$ cat src/rtl/pong_config.svh
`ifndef PONG_CONFIG_SVH
`define PONG_CONFIG_SVH

`define COORD_BITS 12

// Playfield
`define FRAME_WIDTH      12'd640
`define FRAME_HEIGHT     12'd480
`define HALF_FRAME_WIDTH 12'd320

// Paddles, x positions give the left column
`define PLAYER_WIDTH         12'd10
`define PLAYER_HEIGHT        12'd80
`define HALF_PLAYER_HEIGHT   12'd40
`define PLAYER_1_X_POS       12'd20
`define PLAYER_2_X_POS       12'd610
`define DEFAULT_PLAYER_SPEED 12'd4
`define INITIAL_PLAYER_Y_POS 12'd200   // Ball centre lands in the middle zone

// Ball
`define BALL_SIZE          12'd8
`define BALL_CENTER_OFFSET 12'd4
`define COLLISION_OFFSET   12'd4
`define SERVE_X_STEP       3'd4
`define INITIAL_BALL_X_POS 12'd316
`define INITIAL_BALL_Y_POS 12'd236

// Hit zones, measured from the paddle top
`define CORNER_HIT_ZONE_SIZE 12'd8
`define HIT_ZONE_1           12'd0
`define HIT_ZONE_2           12'd24
`define HIT_ZONE_3           12'd34
`define HIT_ZONE_4           12'd46
`define HIT_ZONE_5           12'd56
`define HIT_ZONE_MAX         12'd80

// Colours, one bit per RGB channel
`define BALL_COLOR     3'b111
`define PLAYER_1_COLOR 3'b001
`define PLAYER_2_COLOR 3'b100
`define BORDER_COLOR   3'b010

`define WIN_SCORE 3'd7

`endif

$ cat src/rtl/pong_geom_pkg.sv
`include "pong_config.svh"

package pong_geom_pkg;

    // One screen axis, x or y
    typedef logic [`COORD_BITS-1:0] coord_t;

    // Pixel colour as {R, G, B}
    typedef logic [2:0] color_t;

endpackage

$ cat src/rtl/pong_play_pkg.sv
package pong_play_pkg;

    // Key codes coming from the keypads
    typedef enum logic [3:0] {
        KEY_IDLE = 4'd0,
        KEY_UP   = 4'd2,
        KEY_DOWN = 4'd8
    } key_dir_t;

    // Ball step per tick on one axis
    typedef logic [2:0] speed_t;

    // One row of the paddle hit-zone table
    typedef struct packed {
        speed_t x_step;
        speed_t y_step;
        logic   y_up;       // New vertical direction
        logic   y_change;   // Middle zone keeps the old direction
    } bounce_t;

    // Points of one player
    typedef logic [2:0] score_t;

endpackage

$ cat src/rtl/match_control.sv
module match_control (
    input  logic BALL_CLOCK,
    input  logic reset,
    input  logic pause_key,
    input  logic restart_key,
    input  logic win_event,
    output logic paused,
    output logic game_restart
);

    logic pause_key_q;
    logic restart_key_q;
    logic pause_press;
    logic restart_press;

    // Rising edges of the button levels
    assign pause_press   = pause_key & ~pause_key_q;
    assign restart_press = restart_key & ~restart_key_q;

    always_ff @(posedge BALL_CLOCK) begin
        if (reset) begin
            pause_key_q   <= 1'b0;
            restart_key_q <= 1'b0;
            paused        <= 1'b1;   // Game starts halted
            game_restart  <= 1'b0;
        end else begin
            pause_key_q   <= pause_key;
            restart_key_q <= restart_key;
            game_restart  <= 1'b0;

            if (restart_press || win_event) begin
                paused       <= 1'b1;
                game_restart <= 1'b1;
            end else if (pause_press) begin
                paused <= ~paused;
            end
        end
    end

endmodule

$ cat src/rtl/paddle_mover.sv
`include "pong_config.svh"

module paddle_mover
    import pong_geom_pkg::*, pong_play_pkg::*;
(
    input  logic     BALL_CLOCK,
    input  logic     reset,
    input  logic     tick,
    input  logic     paused,
    input  logic     game_restart,
    input  key_dir_t keys,
    output coord_t   paddle_y
);

    logic at_top;
    logic at_bottom;

    // Next step would leave the frame
    assign at_top    = paddle_y <= `DEFAULT_PLAYER_SPEED;
    assign at_bottom = (paddle_y + `PLAYER_HEIGHT + `DEFAULT_PLAYER_SPEED) >= `FRAME_HEIGHT;

    always_ff @(posedge BALL_CLOCK) begin
        if (reset || game_restart) begin
            paddle_y <= `INITIAL_PLAYER_Y_POS;
        end else if (tick && !paused) begin
            case (keys)
                KEY_UP: begin
                    if (at_top) begin
                        paddle_y <= 12'd1;
                    end else begin
                        paddle_y <= paddle_y - `DEFAULT_PLAYER_SPEED;
                    end
                end
                KEY_DOWN: begin
                    if (at_bottom) begin
                        paddle_y <= `FRAME_HEIGHT - `PLAYER_HEIGHT - 12'd1;
                    end else begin
                        paddle_y <= paddle_y + `DEFAULT_PLAYER_SPEED;
                    end
                end
                default: paddle_y <= paddle_y;   // Idle or unknown code
            endcase
        end
    end

endmodule

$ cat src/rtl/ball_engine.sv
`include "pong_config.svh"

module ball_engine
    import pong_geom_pkg::*, pong_play_pkg::*;
(
    input  logic   BALL_CLOCK,
    input  logic   reset,
    input  logic   tick,
    input  logic   paused,
    input  logic   game_restart,
    input  coord_t paddle_1_y,
    input  coord_t paddle_2_y,
    output coord_t ball_x,
    output coord_t ball_y,
    output score_t score_1,
    output score_t score_2,
    output color_t winner,
    output logic   win_event
);

    logic    ball_left;        // Heading towards player 1
    logic    ball_up;
    speed_t  step_x;
    speed_t  step_y;
    logic    miss;             // Ball passed a paddle, waiting for the side edge
    coord_t  step_x_c;
    coord_t  step_y_c;
    coord_t  center_y;
    coord_t  side_paddle_y;
    coord_t  rel_y;
    logic    at_left;
    logic    at_right;
    logic    at_paddle;
    logic    zone_hit;
    logic    wall_top;
    logic    wall_bottom;
    logic    at_edge;
    logic    left_next;
    logic    up_next;
    logic    opp_at_win;
    bounce_t bounce;

    // rel is the ball centre below (paddle top - corner size)
    function automatic bounce_t zone_bounce(input coord_t rel);
        bounce_t b;
        b = '{x_step: 3'd4, y_step: 3'd0, y_up: 1'b0, y_change: 1'b0};
        if (rel < `CORNER_HIT_ZONE_SIZE + `HIT_ZONE_1) begin
            b = '{x_step: 3'd1, y_step: 3'd3, y_up: 1'b1, y_change: 1'b1};
        end else if (rel < `CORNER_HIT_ZONE_SIZE + `HIT_ZONE_2) begin
            b = '{x_step: 3'd2, y_step: 3'd2, y_up: 1'b1, y_change: 1'b1};
        end else if (rel < `CORNER_HIT_ZONE_SIZE + `HIT_ZONE_3) begin
            b = '{x_step: 3'd3, y_step: 3'd1, y_up: 1'b1, y_change: 1'b1};
        end else if (rel < `CORNER_HIT_ZONE_SIZE + `HIT_ZONE_4) begin
            b = '{x_step: 3'd4, y_step: 3'd0, y_up: 1'b0, y_change: 1'b0};
        end else if (rel < `CORNER_HIT_ZONE_SIZE + `HIT_ZONE_5) begin
            b = '{x_step: 3'd3, y_step: 3'd1, y_up: 1'b0, y_change: 1'b1};
        end else if (rel < `CORNER_HIT_ZONE_SIZE + `HIT_ZONE_MAX) begin
            b = '{x_step: 3'd2, y_step: 3'd2, y_up: 1'b0, y_change: 1'b1};
        end else begin
            b = '{x_step: 3'd1, y_step: 3'd3, y_up: 1'b0, y_change: 1'b1};
        end
        return b;
    endfunction

    assign step_x_c = {{(`COORD_BITS - $bits(speed_t)){1'b0}}, step_x};
    assign step_y_c = {{(`COORD_BITS - $bits(speed_t)){1'b0}}, step_y};
    assign center_y = ball_y + `BALL_CENTER_OFFSET;

    // Contact windows, one step wide, in front of each paddle face
    assign at_left  = ball_left &&
                      ball_x >= (`PLAYER_1_X_POS + `PLAYER_WIDTH) &&
                      ball_x <= (`PLAYER_1_X_POS + `PLAYER_WIDTH + step_x_c);
    assign at_right = !ball_left &&
                      (ball_x + `BALL_SIZE) >= (`PLAYER_2_X_POS - step_x_c) &&
                      (ball_x + `BALL_SIZE) <= `PLAYER_2_X_POS;
    assign at_paddle = !miss && (at_left || at_right);

    // Wraps to a large value when the ball is far above the paddle
    assign side_paddle_y = at_left ? paddle_1_y : paddle_2_y;
    assign rel_y    = center_y + `CORNER_HIT_ZONE_SIZE - side_paddle_y;
    assign zone_hit = rel_y < (`HIT_ZONE_MAX + `CORNER_HIT_ZONE_SIZE + `CORNER_HIT_ZONE_SIZE);
    assign bounce   = zone_bounce(rel_y);

    assign wall_top    = ball_y <= `COLLISION_OFFSET;
    assign wall_bottom = (ball_y + `BALL_SIZE) >= (`FRAME_HEIGHT - `COLLISION_OFFSET);
    assign at_edge     = ball_x <= (`COLLISION_OFFSET + 12'd1) ||
                         ball_x >= (`FRAME_WIDTH - `BALL_SIZE);

    // Walls win over the paddle for the vertical direction
    assign left_next = (at_paddle && zone_hit) ? at_right : ball_left;
    assign up_next   = wall_top ? 1'b0 :
                       wall_bottom ? 1'b1 :
                       (at_paddle && zone_hit && bounce.y_change) ? bounce.y_up : ball_up;

    assign opp_at_win = (at_left ? score_2 : score_1) == `WIN_SCORE;

    always_ff @(posedge BALL_CLOCK) begin
        if (reset || game_restart) begin
            ball_x    <= `INITIAL_BALL_X_POS;
            ball_y    <= `INITIAL_BALL_Y_POS;
            ball_left <= 1'b0;
            ball_up   <= 1'b0;
            step_x    <= `SERVE_X_STEP;
            step_y    <= 3'd0;
            miss      <= 1'b0;
            score_1   <= '0;
            score_2   <= '0;
            win_event <= 1'b0;
            if (reset) begin
                winner <= '0;   // A restart keeps the last winner on show
            end
        end else begin
            win_event <= 1'b0;
            if (tick && !paused) begin
                if (!miss) begin
                    winner <= '0;
                end
                ball_x    <= left_next ? ball_x - step_x_c : ball_x + step_x_c;
                ball_y    <= up_next ? ball_y - step_y_c : ball_y + step_y_c;
                ball_left <= left_next;
                ball_up   <= up_next;

                if (miss) begin
                    if (at_edge) begin
                        // Serve again from the centre, level with the losing paddle
                        ball_x <= `INITIAL_BALL_X_POS;
                        ball_y <= ((ball_x < `HALF_FRAME_WIDTH) ? paddle_1_y : paddle_2_y)
                                  + `HALF_PLAYER_HEIGHT - `BALL_CENTER_OFFSET;
                        step_x <= `SERVE_X_STEP;
                        step_y <= 3'd0;
                        miss   <= 1'b0;
                    end
                end else if (at_paddle) begin
                    if (zone_hit) begin
                        step_x <= bounce.x_step;
                        step_y <= bounce.y_step;
                    end else begin
                        miss <= 1'b1;
                        if (opp_at_win) begin
                            score_1   <= '0;
                            score_2   <= '0;
                            winner    <= at_left ? `PLAYER_2_COLOR : `PLAYER_1_COLOR;
                            win_event <= 1'b1;
                        end else if (at_left) begin
                            score_2 <= score_2 + 3'd1;   // Player 1 missed
                        end else begin
                            score_1 <= score_1 + 3'd1;
                        end
                    end
                end
            end
        end
    end

endmodule

$ cat src/rtl/pixel_renderer.sv
`include "pong_config.svh"

module pixel_renderer
    import pong_geom_pkg::*;
(
    input  logic   BALL_CLOCK,
    input  logic   reset,
    input  coord_t pixel_x,
    input  coord_t pixel_y,
    input  logic   pixel_valid,
    input  coord_t ball_x,
    input  coord_t ball_y,
    input  coord_t paddle_1_y,
    input  coord_t paddle_2_y,
    input  logic   color_ready,
    output logic   pixel_ready,
    output color_t color,
    output logic   color_valid
);

    logic   hit_ball;
    logic   hit_player_1;
    logic   hit_player_2;
    logic   hit_border;
    logic   s1_valid;
    logic   s1_ball;
    logic   s1_player_1;
    logic   s1_player_2;
    logic   s1_border;
    logic   s1_ready;
    logic   s2_valid;
    logic   s2_ready;
    color_t s2_color;
    color_t pick_color;

    // A stage accepts when empty or when its content moves on
    assign s2_ready    = !s2_valid || color_ready;
    assign s1_ready    = !s1_valid || s2_ready;
    assign pixel_ready = s1_ready;
    assign color       = s2_color;
    assign color_valid = s2_valid;

    // All ranges include their far edge
    assign hit_ball     = pixel_x >= ball_x && pixel_x <= (ball_x + `BALL_SIZE) &&
                          pixel_y >= ball_y && pixel_y <= (ball_y + `BALL_SIZE);
    assign hit_player_1 = pixel_x >= `PLAYER_1_X_POS &&
                          pixel_x <= (`PLAYER_1_X_POS + `PLAYER_WIDTH) &&
                          pixel_y >= paddle_1_y && pixel_y <= (paddle_1_y + `PLAYER_HEIGHT);
    assign hit_player_2 = pixel_x >= `PLAYER_2_X_POS &&
                          pixel_x <= (`PLAYER_2_X_POS + `PLAYER_WIDTH) &&
                          pixel_y >= paddle_2_y && pixel_y <= (paddle_2_y + `PLAYER_HEIGHT);
    assign hit_border   = pixel_x == 12'd1 || pixel_x == `FRAME_WIDTH ||
                          pixel_y == 12'd1 || pixel_y == `FRAME_HEIGHT;

    // Ball over paddles over border
    always_comb begin
        if (s1_ball) begin
            pick_color = `BALL_COLOR;
        end else if (s1_player_1) begin
            pick_color = `PLAYER_1_COLOR;
        end else if (s1_player_2) begin
            pick_color = `PLAYER_2_COLOR;
        end else if (s1_border) begin
            pick_color = `BORDER_COLOR;
        end else begin
            pick_color = 3'b000;
        end
    end

    always_ff @(posedge BALL_CLOCK) begin
        if (reset) begin
            s1_valid <= 1'b0;
            s2_valid <= 1'b0;
        end else begin
            if (s1_ready) begin
                s1_valid <= pixel_valid;
            end
            if (s2_ready) begin
                s2_valid <= s1_valid;
            end
        end
    end

    always_ff @(posedge BALL_CLOCK) begin
        if (s1_ready) begin
            s1_ball     <= hit_ball;
            s1_player_1 <= hit_player_1;
            s1_player_2 <= hit_player_2;
            s1_border   <= hit_border;
        end
        if (s2_ready) begin
            s2_color <= pick_color;   // Held while the consumer stalls
        end
    end

endmodule

$ cat src/rtl/pong_top.sv
module pong_top
    import pong_geom_pkg::*, pong_play_pkg::*;
(
    input  logic     BALL_CLOCK,
    input  logic     reset,
    input  logic     tick,
    input  logic     pause_key,
    input  logic     restart_key,
    input  key_dir_t keys_1,
    input  key_dir_t keys_2,
    input  coord_t   pixel_x,
    input  coord_t   pixel_y,
    input  logic     pixel_valid,
    output logic     pixel_ready,
    output color_t   color,
    output logic     color_valid,
    input  logic     color_ready,
    output score_t   score_1,
    output score_t   score_2,
    output color_t   winner,
    output logic     paused
);

    logic   game_restart;
    logic   win_event;
    coord_t paddle_1_y;
    coord_t paddle_2_y;
    coord_t ball_x;
    coord_t ball_y;

    match_control u_match_control (
        .BALL_CLOCK   (BALL_CLOCK),
        .reset        (reset),
        .pause_key    (pause_key),
        .restart_key  (restart_key),
        .win_event    (win_event),
        .paused       (paused),
        .game_restart (game_restart)
    );

    paddle_mover player_1_mover (
        .BALL_CLOCK   (BALL_CLOCK),
        .reset        (reset),
        .tick         (tick),
        .paused       (paused),
        .game_restart (game_restart),
        .keys         (keys_1),
        .paddle_y     (paddle_1_y)
    );

    paddle_mover player_2_mover (
        .BALL_CLOCK   (BALL_CLOCK),
        .reset        (reset),
        .tick         (tick),
        .paused       (paused),
        .game_restart (game_restart),
        .keys         (keys_2),
        .paddle_y     (paddle_2_y)
    );

    ball_engine u_ball_engine (
        .BALL_CLOCK   (BALL_CLOCK),
        .reset        (reset),
        .tick         (tick),
        .paused       (paused),
        .game_restart (game_restart),
        .paddle_1_y   (paddle_1_y),
        .paddle_2_y   (paddle_2_y),
        .ball_x       (ball_x),
        .ball_y       (ball_y),
        .score_1      (score_1),
        .score_2      (score_2),
        .winner       (winner),
        .win_event    (win_event)
    );

    pixel_renderer u_pixel_renderer (
        .BALL_CLOCK  (BALL_CLOCK),
        .reset       (reset),
        .pixel_x     (pixel_x),
        .pixel_y     (pixel_y),
        .pixel_valid (pixel_valid),
        .ball_x      (ball_x),
        .ball_y      (ball_y),
        .paddle_1_y  (paddle_1_y),
        .paddle_2_y  (paddle_2_y),
        .color_ready (color_ready),
        .pixel_ready (pixel_ready),
        .color       (color),
        .color_valid (color_valid)
    );

endmodule

$ cat config.mk
export PLATFORM = sky130hd
export DESIGN_NAME = pong_top
export DESIGN_NICKNAME = d
export VERILOG_FILES = /design/src/rtl/pong_geom_pkg.sv /design/src/rtl/pong_play_pkg.sv /design/src/rtl/match_control.sv /design/src/rtl/paddle_mover.sv /design/src/rtl/ball_engine.sv /design/src/rtl/pixel_renderer.sv /design/src/rtl/pong_top.sv
export VERILOG_INCLUDE_DIRS = /design/src /design/src/rtl
export SDC_FILE = /design/constraint.sdc
export NUM_CORES = 1
export LEC_CHECK = 0
export BUFFER_PORTS_ARGS = -buffer_cell sky130_fd_sc_hd__buf_2
export CAP_MARGIN = 40
export CORE_UTILIZATION = 55
export DETAILED_ROUTE_END_ITERATION = 8
export PLACE_DENSITY = 0.71
export SYNTH_ARGS = -nofsm -noshare
export SYNTH_HDL_FRONTEND = slang
export SYNTH_SLANG_ARGS = --single-unit
$ cat constraint.sdc
create_clock -name BALL_CLOCK -period 12.77 [get_ports BALL_CLOCK]
set_clock_uncertainty 0.1 [all_clocks]
set_input_delay 0 -clock BALL_CLOCK [delete_from_list [all_inputs] [get_ports BALL_CLOCK]]
set_output_delay 0 -clock BALL_CLOCK [all_outputs]
set_load 0.02 [all_outputs]
* After elaboration in Yosys (flattened, before gate mapping)
Cells that the tools add are included.
Storage, ports and cells: register bits 80, latch bits 0, RAM bits 0, bits in read-only memories 0, bits of input ports 39, output and inout bits 15, word-level logic and storage cells 202, memories kept 0
Cells by class: add/subtract/negate cells 23, $mul 0, div/mod/pow operators 0, magnitude comparators 32, equality and inequality tests 12, shift-type cells 0, mux-type cells 55, bitwise logic cells 9, reduce and logical (&&, ||, !) cells 46
Operators by type and width (count):
- $mux 12 | 12
- $mux 3 | 24
- $add 12x3->12 const B | 5
- $ge 12x12->1 | 5
- $le 12x12->1 | 5
- $le 12x3->1 const B | 4
- $pmux 12 s2 | 2
- $mux 8 | 5
- $add 12x4->12 const B | 3
- $ge 12x9->1 const B | 3
- $lt 12x6->1 const B | 3
- $lt 12x7->1 const B | 3
- $sub 12x3->12 const B | 3
- $add 12x3->12 | 2
- $add 12x7->12 const B | 2
- $eq 12x1->1 const B | 2
- $ge 12x10->1 const B | 2
- $ge 12x5->1 const B | 2
- $le 12x10->1 const B | 2
- $sub 12x3->12 | 2
- $logic_and 1x1->1 | 17
- $add 12x6->12 const B | 1
- $eq 12x10->1 const B | 1
- $eq 12x9->1 const B | 1
- other kinds (24) | 66

* Depth between registers and ports, before layout
Gate-level depths: netlist of run 1.
depth after elaboration 19, depth in mapped cells 33, depth with buffers taken out 32

* Modules after synthesis
A second synthesis of run 1 with hierarchy kept.
Second synthesis, totals: cell total of the unflattened synthesis 1285, area total of the unflattened synthesis 9993.3 um2
Modules (own cells, without submodules):
- ball_engine | times used 1, cells an instance 612, area each 4793.3 um2, sequential area each 850.8 um2
- pixel_renderer | times used 1, cells an instance 357, area each 2870.3 um2, sequential area each 250.2 um2
- paddle_mover | times used 2, cells an instance 152, area each 1097.3 um2, sequential area each 240.2 um2
- match_control | times used 1, cells an instance 12, area each 135.1 um2, sequential area each 80.1 um2

* Least setup slack after synthesis of run 1
Ideal clock, no wire load.
path kind flip-flop to flip-flop, start point reg u_ball_engine.step_x[1], end point reg u_ball_engine.ball_y[11], library setup time 0.057 ns, arrival time 7.563 ns, required time 12.613 ns, slack 5.050 ns, cell stages (with the launch flop) 33, path buffers 2, period minus slack after synthesis 7.720 ns, path through dfxtp_1 > inv_1 > ha_1 > ha_1 > o21ai_0 > a21oi_1 > o41ai_1 > o21ai_1 > clkbuf_1 > clkbuf_1 > a21oi_1 > ha_1 > ha_1 > fa_1 > a211oi_1 > o21ai_1 > and4_1 > or3_1 > a211oi_4 > o21ai_1 > o31ai_1 > nor2_1 > mux2i_1 > ha_1 > nor2b_1 > o21ai_0 > a21boi_0 > o211ai_1 > a31oi_1 > xnor2_1 > or4_2 > nor3_1 > or3b_1
Between the ends: longest elaborated chain between the ends 18, elaborated cells on any way between the ends 30, those cells by class add/sub (3); order compare (8); mux (12); reduce/logical (7)
RTL lines:
- start, declared | RTL line ball_engine.sv:23 | speed_t step_x;
- start signal, assigned | RTL line ball_engine.sv:103 | step_x <= `SERVE_X_STEP;
- start signal, assigned | RTL line ball_engine.sv:129 | step_x <= `SERVE_X_STEP;
- start signal, assigned | RTL line ball_engine.sv:135 | step_x <= bounce.x_step;
- $add 5x3->6 (no source line)
- $le 12x12->1 | RTL line ball_engine.sv:72 | ball_x <= (`PLAYER_1_X_POS + `PLAYER_WIDTH + step_x_c);
- $logic_and 1x1->1 | RTL line ball_engine.sv:70 | assign at_left = ball_left &&
- $mux 12 | RTL line ball_engine.sv:79 | assign side_paddle_y = at_left ? paddle_1_y : paddle_2_y;
- $sub 12x12->12 | RTL line ball_engine.sv:80 | assign rel_y = center_y + `CORNER_HIT_ZONE_SIZE - side_paddle_y;
- $lt 12x7->1 (no source line)
- $mux 8 | RTL line ball_engine.sv:55 | end else if (rel < `CORNER_HIT_ZONE_SIZE + `HIT_ZONE_5) begin
- $mux 8 | RTL line ball_engine.sv:53 | end else if (rel < `CORNER_HIT_ZONE_SIZE + `HIT_ZONE_4) begin
- [2 not listed]
- $mux 8 | RTL line ball_engine.sv:47 | if (rel < `CORNER_HIT_ZONE_SIZE + `HIT_ZONE_1) begin
- $logic_and 1x1->1 | RTL line ball_engine.sv:93 | (at_paddle && zone_hit && bounce.y_change) ? bounce.y_up : ball_up;
- $mux 1 * | RTL line ball_engine.sv:93
- $mux 1 * | RTL line ball_engine.sv:92 | wall_bottom ? 1'b1 :
- $mux 1 * | RTL line ball_engine.sv:91 | assign up_next = wall_top ? 1'b0 :
- $mux 12 * | RTL line ball_engine.sv:119 | ball_y <= up_next ? ball_y - step_y_c : ball_y + step_y_c;
- $mux 12 | RTL line ball_engine.sv:124 | if (at_edge) begin
- $mux 12 * | RTL line ball_engine.sv:123 | if (miss) begin
- end signal, assigned | RTL line ball_engine.sv:100 | ball_y <= `INITIAL_BALL_Y_POS;
- end signal, assigned | RTL line ball_engine.sv:119
- end signal, assigned | RTL line ball_engine.sv:127 | ball_y <= ((ball_x < `HALF_FRAME_WIDTH) ? paddle_1_y : paddle_2_y)
- end, declared | RTL line ball_engine.sv:14 | output coord_t ball_y,
Every way passes the cells marked *; elsewhere a longest branch is shown, timed or not. A chain may end at the register's enable or synchronous reset.

* Final worst setup path of run 1
Ends and elaborated chain as after synthesis.

==> summary.md, run 1 <==
| Metric | Value |
|---|---|
| Final setup viols | `0` |
| Sw Ratio | `33.5%` |
| Total wire length | `28.4 mm` |
| Synthesized area | `9570 um^2` |
| Max-slew headroom | `41.8%` |
| Top post-synthesis cells by area | `ha_1 21%, dfxtp_1 14%, a21oi_1 5.0%` |
| Core Area | `16,800 um^2` |
| Mapped Cells | `1,260` |
| Max Slew Vio Count | `0` |
| WL/cell | `18.6 um` |
| Worst slew pin tran | `0.867 ns` |
| Fin area | `10,400 um^2` |
| Adder-Cell Fraction of Synth Area | `21.4%` |
| Vias/cell | `6.33` |
| Peak VDD IR | `66.4 uV` |
| Fin worst setup slack | `4.20 ns` |
| Total GRT Usage | `32.3%` |
| Share of layout cells above drive strength 1 | `7.82%` |
| DRC Markers | `0` |
| Die area | `17,900 um^2` |
| Global route overflow | `0` |
| Clock transition at path regs | `0.07 ns` |
| Sequential share of power | `37.5%` |
| Slowest-stage cell, CP | `o41ai_1` |
| Reg area | `1660 um^2` |
| Psw | `0.000231 W` |
| XOR/XNOR Fraction of Synth Area | `5.40%` |
| Crit path kind | `reg2reg` |
| Compound-Gate Fraction of Synth Area | `26.3%` |
| TritonRoute pass-1 iters | `5` |
| Setup repair bufs after CTS | `0` |
| Worst-path maximum fanout | `17` |
| Pwr Density | `66.4 nW/um^2` |
| Cell with the most instances after synthesis | `ha_1` |
| Share of the synthesized area in the top cell type | `20.8%` |
| Largest net degree at the start of global routing | `33` |
| Port bufs | `53` |
| Leakage Power | `4.40 nW` |
| Syn avg cell area | `7.60 um^2` |
| Seq/Total Area, Yosys | `17.4%` |
| Routability cong. | `0.957` |
| YS warnings | `0` |
| P&R area growth vs syn | `8.74%` |
| CTS tree | `yes` |
| Final nets | `1,501` |
| Fillers | `1,597` |
| Cell variety after synth | `86` |
| Post-synthesis mux area share | `1.37%` |
| Largest area contributor in the netlist | `ha_1` |
| TNS Setup | `0 ns` |
| Top cells by count, synth | `159 x ha_1, 107 x nor2_1, 96 x a21oi_1` |
| Initial Util | `57.1%` |
| Internal | `0.000460 W` |
| CTS Sinks | `78` |
| Min Clock Period, post-route | `8.57 ns` |
| Final worst path period share | `67.1%` |
| Worst Hold Class | `in2reg` |
| Max stage delay on crit path | `0.60 ns` |
| Largest family of logic cells by synthesized area | `compound AO/OA/AOI/OAI gates` |
| Maxcap violations | `0` |
| Detailed placer's ending HPWL | `21.7 mm` |
| Placed instance area | `9990 um^2` |
| Pwr Total | `0.000691 W` |
| Crit-path most repeated cell | `ha_1` |
| DRT iter0 DRCs | `1,034` |
| Ys flop type | `dfxtp_1` |
| Hold Fails Final Rpt | `0` |
| Multi-input gate area | `7360 um^2` |
| Synth async-reset ratio | `0%` |
| Die Span X | `134 um` |
| Net count after synthesis | `1,461` |
| Antenna violations before repair | `0` |
| Critical path launch point type | `register` |
| Remaining antenna violation count | `0` |
| Simple logic cell fraction of the synthesized area | `22.4%` |
| Pre-CTS setup slack | `4.29 ns` |
| Number of global-route vias before repair | `8,924` |
| H-tree depth | `3` |
| IO Pins | `54` |
| FP Rows | `47` |
| Outcome | `complete, no violations` |
| EDFF count, synth | `10` |
| Worst Setup End Kind | `register` |
| Post_cts resized | `0` |
| First-pass GRT wire length | `46.0 mm` |
| Clk_lat worst skew | `0.36 ns` |
| Die height | `134 um` |
| Diode count | `0` |
| Cts bufs inserted | `9` |
| Gate power share | `25.1%` |
| Root Buffer | `clkbuf_16` |
| FF+latch count, synth | `78` |
| Critical path arrival | `8.78 ns` |
| Clock power share | `37.3%` |
| RSZ-0062 raised after global routing | `false` |
| Vias | `9,658` |
| CTS Buffer Depth | `2` |
| Max Freq | `0.117 GHz` |
| Critical path data required time | `12.98 ns` |
==> metal layers <==
metal | GRT usage, % | share of wire [%]
met5 | 0 | 0
met4 | 11.2 | 2.2
met1 | 46.5 | 47
met2 | 49.3 | 43
met3 | 3.93 | 7.8
==> layout by cell type (no fill, tap or decap), types with 16 or more instances in the layout <==
cell and n:
ha_1 159, nor2_1 107, a211oi_1 21, o21a_1 16, xnor2_1 49, nand3_1 44
a21oi_1 96, buf_2 53, nor3_1 41, dfxtp_1 68, nand2b_1 16, o211ai_1 22
o21ai_0 86, nor4_1 17, nand4_1 19, a21o_1 31, inv_1 91, or3_1 19
nand2_1 91
==> worst max-delay path, delay by kind of cell (launching register included) <==
| family | cells | cell delay, ns |
|---|---|---|
| DFF | 1 | 0.42 |
| and+or+nand+nor | 8 | 1.77 |
| adders and majority gates | 6 | 1.85 |
| xor gates and xnor gates | 1 | 0.18 |
| muxes | 1 | 0.28 |
| buffers and inverters | 2 | 0.40 |
| AOI/OAI and AO/OA | 14 | 3.51 |
==> cells by family (layout without fill, tap and decap cells) <==
family,count (synthesis),after routing
buffers and inverters,140,185
xor gates and xnor gates,59,59
adders and majority gates,162,162
muxes,13,13
AOI/OAI and AO/OA,383,383
DFF,78,78
and+or+nand+nor,425,425
==> timing repair <==
item,CTS,global route
endpoints found under the hold margin,12,0
hold buffers,14,0
setup endpoints to repair,0,0
==> area by class of cell <==
| cell class | count | area share (%) |
|---|---|---|
| multi-input cells | 1042 | 70.7 |
| flip-flops and latches | 78 | 16.0 |
| repair buffers | 77 | 4.69 |
| inverters | 92 | 3.32 |
| well taps | 220 | 2.64 |
| clock buffers | 9 | 2.16 |
| clock inverters | 7 | 0.541 |
==> stage by stage <==
stage	utilization (%)	cells	hold slack, ns
global placement	59.5	1494	0.114
global route	62.1	1525	0.0729
finish	62.1	1525	0.0375
detailed placement	59.6	1495	0.131
floorplan	-	1260	0.0174
CTS	62.1	1525	0.0275
==> sequential cells by signal (all words and copies together), names as in the netlist, 3 cells and up <==
register and flops:
player_1_mover.paddle_y 12, u_ball_engine.score_1 3, u_ball_engine.ball_y 12, u_ball_engine.ball_x 12
u_ball_engine.step_x 3, u_ball_engine.score_2 3, player_2_mover.paddle_y 12, u_pixel_renderer.color 3
u_ball_engine.winner 3
==> worst paths after layout <==
check	start	endpoint	slack [ns]	depth (start not counted)
max	u_ball_engine.step_x[1]	u_ball_engine.ball_y[11]	4.20	32
min	keys_2[0]	player_2_mover.paddle_y[2]	0.04	4
max reg2reg	u_ball_engine.step_x[1]	u_ball_engine.ball_y[11]	4.20	32
min reg2reg	u_ball_engine.win_event	u_match_control.paused	0.36	2
==> power by group through the flow <==
stage               Clock [W]  Sequential, W  Combinational, W
finish               0.000258       0.000259          0.000174
CTS                  0.000258       0.000259          0.000172
detailed placement          0       0.000265          0.000167
global route         0.000270       0.000260          0.000193
floorplan                   0       0.000264          0.000121
global placement            0       0.000265          0.000164
Power figures use the tool's default switching activity.
==> run 2, diff against run 1 <==
--- a/config.mk
+++ b/config.mk
@@ -10,7 +10,7 @@
 export CAP_MARGIN = 40
 export CORE_UTILIZATION = 55
 export DETAILED_ROUTE_END_ITERATION = 8
-export PLACE_DENSITY = 0.71
+export PLACE_DENSITY = 0.74
 export SYNTH_ARGS = -nofsm -noshare
 export SYNTH_HDL_FRONTEND = slang
 export SYNTH_SLANG_ARGS = --single-unit
==> constraint.sdc (replaced) <==
create_clock -name BALL_CLOCK -period 7.75 [get_ports BALL_CLOCK]
set_clock_uncertainty 0.1 [all_clocks]
set_input_delay 0 -clock BALL_CLOCK [delete_from_list [all_inputs] [get_ports BALL_CLOCK]]
set_output_delay 0 -clock BALL_CLOCK [all_outputs]
set_load 0.02 [all_outputs]
==> run 2 against run 1 <==
Maximum frequency increased by 16%. Core utilization increased by 1.6 points. Register-to-register slack got worse by 3.8 ns. Critical path type unchanged.
==> summary.md, run 2 (synthesis results as in run 1) <==
| Metric | Value |
|---|---|
| CP Buf/Inv Count | `4` |
| Die Span X | `134 um` |
| Fin worst setup slack | `0.350 ns` |
| Worst-path maximum fanout | `8` |
| Routability cong. | `0.947` |
| Met2 WL | `12.6 mm` |
| Final nets | `1,524` |
| Maxcap violations | `0` |
| CTS Buffer Depth | `2` |
| Core Area | `16,800 um^2` |
| P&R area growth vs syn | `11.6%` |
| Pwr Total | `0.00115 W` |
| FP Rows | `47` |
| Pre-CTS setup slack | `-0.0757 ns` |
| Commonest cells after routing, fill and taps aside | `158 x ha_1, 106 x nor2_1, 96 x a21oi_1, 91 x nand2_1, 90 x inv_1` |
| Die area | `17,900 um^2` |
| Inst Count DP | `1,514` |
| Share of layout cells above drive strength 1 | `11.0%` |
| Max-slew headroom | `49.0%` |
| First-pass GRT wire length | `46.6 mm` |
| Commonest non-fill, non-tap cell in the layout | `ha_1` |
| Met3 routed WL | `2.29 mm` |
| Slowest-stage cell, CP | `or4_2` |
| DRC Markers | `0` |
| Hold Fails Final Rpt | `0` |
| Pwr Density | `107 nW/um^2` |
| Initial Util | `57.1%` |
| Worst Hold Class | `in2reg` |
| Largest delay contributor family on the critical path | `compound AO/OA/AOI/OAI gates` |
| Worst Setup End Kind | `register` |
| CTS Sinks | `78` |
| Max stage delay on crit path | `0.56 ns` |
| Final setup viols | `0` |
| Final worst path period share | `95.5%` |
| Max Slew Vio Count | `0` |
| Clk_lat worst skew | `0.36 ns` |
| Crit-path most repeated cell | `ha_1` |
| Worst slew pin tran | `0.764 ns` |
| Die height | `134 um` |
| Reg2reg setup slack | `0.35 ns` |
| Global route overflow | `0` |
| Detailed placer's ending HPWL | `21.8 mm` |
| WL/cell | `18.5 um` |
| M1 WL | `13.0 mm` |
| IO Pins | `54` |
| TritonRoute pass-1 iters | `5` |
| Vias/cell | `6.40` |
| Vias | `9,903` |
| Root Buffer | `clkbuf_16` |
| Remaining antenna violation count | `0` |
| Min Clock Period, post-route | `7.40 ns` |
| Top layer in use | `met4` |
| Total wire length | `28.6 mm` |
| H-tree depth | `3` |
| Largest net degree at the start of global routing | `34` |
| CTS tree | `yes` |
| Peak VDD IR | `111 uV` |
| Final non-filler cell total | `1,548` |
| Critical path data required time | `7.96 ns` |
| Total GRT Usage | `32.5%` |
| Clock transition at path regs | `0.07 ns` |
| Cts bufs inserted | `9` |
| Number of global-route vias before repair | `9,282` |
| Outcome | `complete, no violations` |
| Critical path launch point type | `register` |
| Diode count | `0` |
| Port bufs | `53` |
| Antenna violations before repair | `0` |
| Critical path arrival | `7.61 ns` |
| Leakage Power | `4.51 nW` |
| Max Freq | `0.135 GHz` |
| DRT iter0 DRCs | `1,055` |
| Crit path kind | `reg2reg` |
## run 2: final timing paths
check | startpoint | end | depth (start not counted)
worst max register to register | u_ball_engine.step_x[1] | u_ball_engine.ball_y[11] | 30
worst max-delay path | u_ball_engine.step_x[1] | u_ball_engine.ball_y[11] | 30
worst min register to register | u_ball_engine.win_event | u_match_control.paused | 2
worst min-delay path | keys_2[2] | player_2_mover.paddle_y[1] | 5
## run 2: area by class of cell
cell class,instances,area (um^2)
multi-input combinational,1042,7450
tap,220,275
sequential,78,1660
fill,1506,6080
timing repair buffer,100,672
clock inverter,7,55.1
clock buffer,9,225
inverter,92,345
## run 2: tightest hold or removal path, delay by kind of cell
family	cells	cell delay, ns
buf+inv	2	0.26
simple gates	1	0.05
compound gates	2	0.14
## run 2: per-layer routing
metal	track usage (%)	up-vias
met5	0	-
met4	11.7	0
met3	4.61	71
met2	52.2	453
met1	44.3	4570
li1	-	4809
## run 2: timing repair
item | 4_1_cts | 5_1_grt
resized for setup | 2 | 24
setup buffers | 0 | 6
hold buffers | 12 | 0
hold endpoints to repair | 11 | 0
cloned | 0 | 0
endpoints found under the setup margin | 1 | 12
pin swaps | 0 | 12
## run 2: power breakdown
group / internal (W) / leakage, nW / total (W) / switching, W
Combinational: 0.000132 / 3.72 / 0.000306 / 0.000174
Sequential: 0.000417 / 0.665 / 0.000426 / 0.00000901
Clock: 0.000220 / 0.133 / 0.000415 / 0.000194
## run 2: stage by stage
step | hold slack [ns] | instance area (um^2) | util [%] | TNS [ns]
6_report | 0.0433 | 10700 | 63.7 | 0
5_1_grt | 0.0699 | 10700 | 63.7 | -0.125
4_1_cts | 0.0301 | 10600 | 63.0 | 0
3_5_place_dp | 0.119 | 10100 | 60.5 | -0.0757
3_3_place_gp | 0.115 | 10100 | 60.3 | 0
2_1_floorplan | 0.0174 | 9570 | - | 0
==> run 3, diff against run 2 <==
--- a/config.mk
+++ b/config.mk
@@ -11,6 +11,7 @@
 export CORE_UTILIZATION = 55
 export DETAILED_ROUTE_END_ITERATION = 8
 export PLACE_DENSITY = 0.74
+export REMOVE_ABC_BUFFERS = 1
 export SYNTH_ARGS = -nofsm -noshare
 export SYNTH_HDL_FRONTEND = slang
 export SYNTH_SLANG_ARGS = --single-unit
==> run 3 against run 2 <==
Sequential power about the same. Sequential share of layout area up 0.062 points. Combinational power down 1%. Wire length down 1.3%. Flip-flop and latch count unchanged. Total power up 2.0%. Maximum frequency up 0.21%. Non-clock buffer count down 6. Largest power group is now clock. Highest routed layer unchanged.
==> summary.md, run 3 (synthesis results as in run 1) <==
| Metric | Value |
|---|---|
| Critical path launch point type | `register` |
| Worst reg2reg path startpoint | `u_ball_engine.step_x[2]` |
| DRC Markers | `0` |
| Min Clock Period, post-route | `7.38 ns` |
| Commonest non-fill, non-tap cell in the layout | `ha_1` |
| Peak VDD IR | `109 uV` |
| DRT iter0 DRCs | `828` |
| Antenna violations before repair | `0` |
| Final nets | `1,518` |
| Number of global-route vias before repair | `9,143` |
| Critical path arrival | `7.59 ns` |
| Pwr Density | `110 nW/um^2` |
| Commonest cells after routing, fill and taps aside | `158 x ha_1, 106 x nor2_1, 94 x a21oi_1, 91 x nand2_1, 91 x inv_1` |
| TritonRoute pass-1 iters | `5` |
| Clock transition at path regs | `0.07 ns` |
| Largest delay contributor family on the critical path | `compound AO/OA/AOI/OAI gates` |
| WL/cell | `18.3 um` |
| Critical path data required time | `7.96 ns` |
| FP Rows | `47` |
| Reg-to-Reg End | `u_ball_engine.ball_y[11]` |
| Final worst path period share | `95.3%` |
| CTS Buffer Depth | `2` |
| Max-slew headroom | `41.0%` |
| Root Buffer | `clkbuf_16` |
| Leakage Power | `4.48 nW` |
| Vias | `9,849` |
| Worst-path maximum fanout | `25` |
| H-tree depth | `3` |
| Worst Setup End Kind | `register` |
| CTS tree | `yes` |
| Cts bufs inserted | `9` |
| TNS Setup | `0 ns` |
| Port bufs | `53` |
| Slowest-stage cell, CP | `or4_2` |
| Die Span X | `134 um` |
| Crit-path most repeated cell | `ha_1` |
| Maxcap violations | `0` |
| Worst Hold Launch | `keys_2[0]` |
| Hold Path Cell Cnt | `4` |
| Fin util | `63.5%` |
| IO Pins | `54` |
| Final setup viols | `0` |
| Share of layout cells above drive strength 1 | `10.4%` |
| Largest net degree at the start of global routing | `46` |
| Total wire length | `28.3 mm` |
| First-pass GRT wire length | `45.9 mm` |
| Diode count | `0` |
| Crit path kind | `reg2reg` |
| CTS Sinks | `78` |
| Die area | `17,900 um^2` |
| Max Freq | `0.135 GHz` |
| Detailed placer's ending HPWL | `21.7 mm` |
| Routability cong. | `0.944` |
| P&R area growth vs syn | `11.1%` |
| Core Area | `16,800 um^2` |
| R2R cell count | `29` |
| Outcome | `complete, no violations` |
| Vias/cell | `6.39` |
| Hold EP | `player_2_mover.paddle_y[1]` |
| Global route overflow | `0` |
| Max stage delay on crit path | `0.55 ns` |
| Initial Util | `57.1%` |
| Clk_lat worst skew | `0.35 ns` |
| Reg2reg setup slack | `0.37 ns` |
| Remaining antenna violation count | `0` |
| CP Buf/Inv Count | `3` |
| Worst slew pin tran | `0.879 ns` |
| Total GRT Usage | `32.1%` |
| Max Slew Vio Count | `0` |
| Worst Hold Class | `in2reg` |
| Hold Fails Final Rpt | `0` |
| Die height | `134 um` |
==> run 3: area by class of cell <==
cell class	instances	area [um^2]
Clock buffer	10	229
Clock inverter	6	61.3
Fill cell	1490	6120
Inverter	92	345
Multi-Input combinational cell	1042	7440
Sequential cell	78	1660
Tap cell	220	275
Timing Repair Buffer	94	626
==> run 3: layer usage <==
metal | track usage [%] | up-vias | share of wire [%]
met5 | 0 | - | 0
met4 | 12.7 | 0 | 2.9
met3 | 5.56 | 73 | 7.9
met2 | 49.7 | 436 | 44
met1 | 43.9 | 4559 | 46
li1 | - | 4781 | -
==> run 3: worst reg2reg max path: cells and delay by family (launching register included) <==
family	cells	cell delay, ns
simple gates	7	2.06
flops	1	0.35
xor+xnor	1	0.18
buf+inv	3	0.48
fa+ha+maj	5	1.37
compound gates	13	2.82
==> run 3: timing repair <==
action / in CTS / in global routing
cloned: 0 / 0
hold buffers: 13 / 0
pin swaps: 0 / 7
gates resized for setup: 2 / 23
endpoints found under the hold margin: 12 / 0
endpoints found under the setup margin: 1 / 12
setup buffers: 0 / 4
==> run 3: stage by stage <==
step	power [W]	cell area [um^2]	setup slack [ns]	std cells	hold slack [ns]
CTS	0.00116	10500	0.0243	1538	0.000320
finish	0.00117	10600	0.365	1542	0.0139
floorplan	0.000630	9360	0.0763	1212	-0.0284
global route	0.00122	10600	-0.0263	1542	0.0779
detailed placement	0.000716	10100	-0.0367	1509	0.123
global placement	0.000710	10100	0.193	1508	0.114
==> run 3: how the worst max path moves through the flow <==
stage	startpoint	endpoint	slack [ns]	cells past startpoint
after floorplan	u_ball_engine.step_x[1]	u_ball_engine.ball_y[11]	0.08	31
after global placement	u_ball_engine.step_x[2]	u_ball_engine.ball_y[11]	0.19	29
after detailed placement	u_ball_engine.step_x[2]	u_ball_engine.ball_y[11]	-0.04	33
after CTS	u_ball_engine.step_x[2]	u_ball_engine.ball_y[11]	0.02	31
after global routing	u_ball_engine.step_x[2]	u_ball_engine.ball_x[11]	-0.03	33
final	u_ball_engine.step_x[2]	u_ball_engine.ball_y[11]	0.37	29
==> run 3: report_power, final <==
part / switching [W] / leakage, nW / total (W) / internal [W]
sequential: 0.00000906 / 0.665 / 0.000426 / 0.000417
clock: 0.000191 / 0.139 / 0.000440 / 0.000249
combinational: 0.000173 / 3.68 / 0.000302 / 0.000130
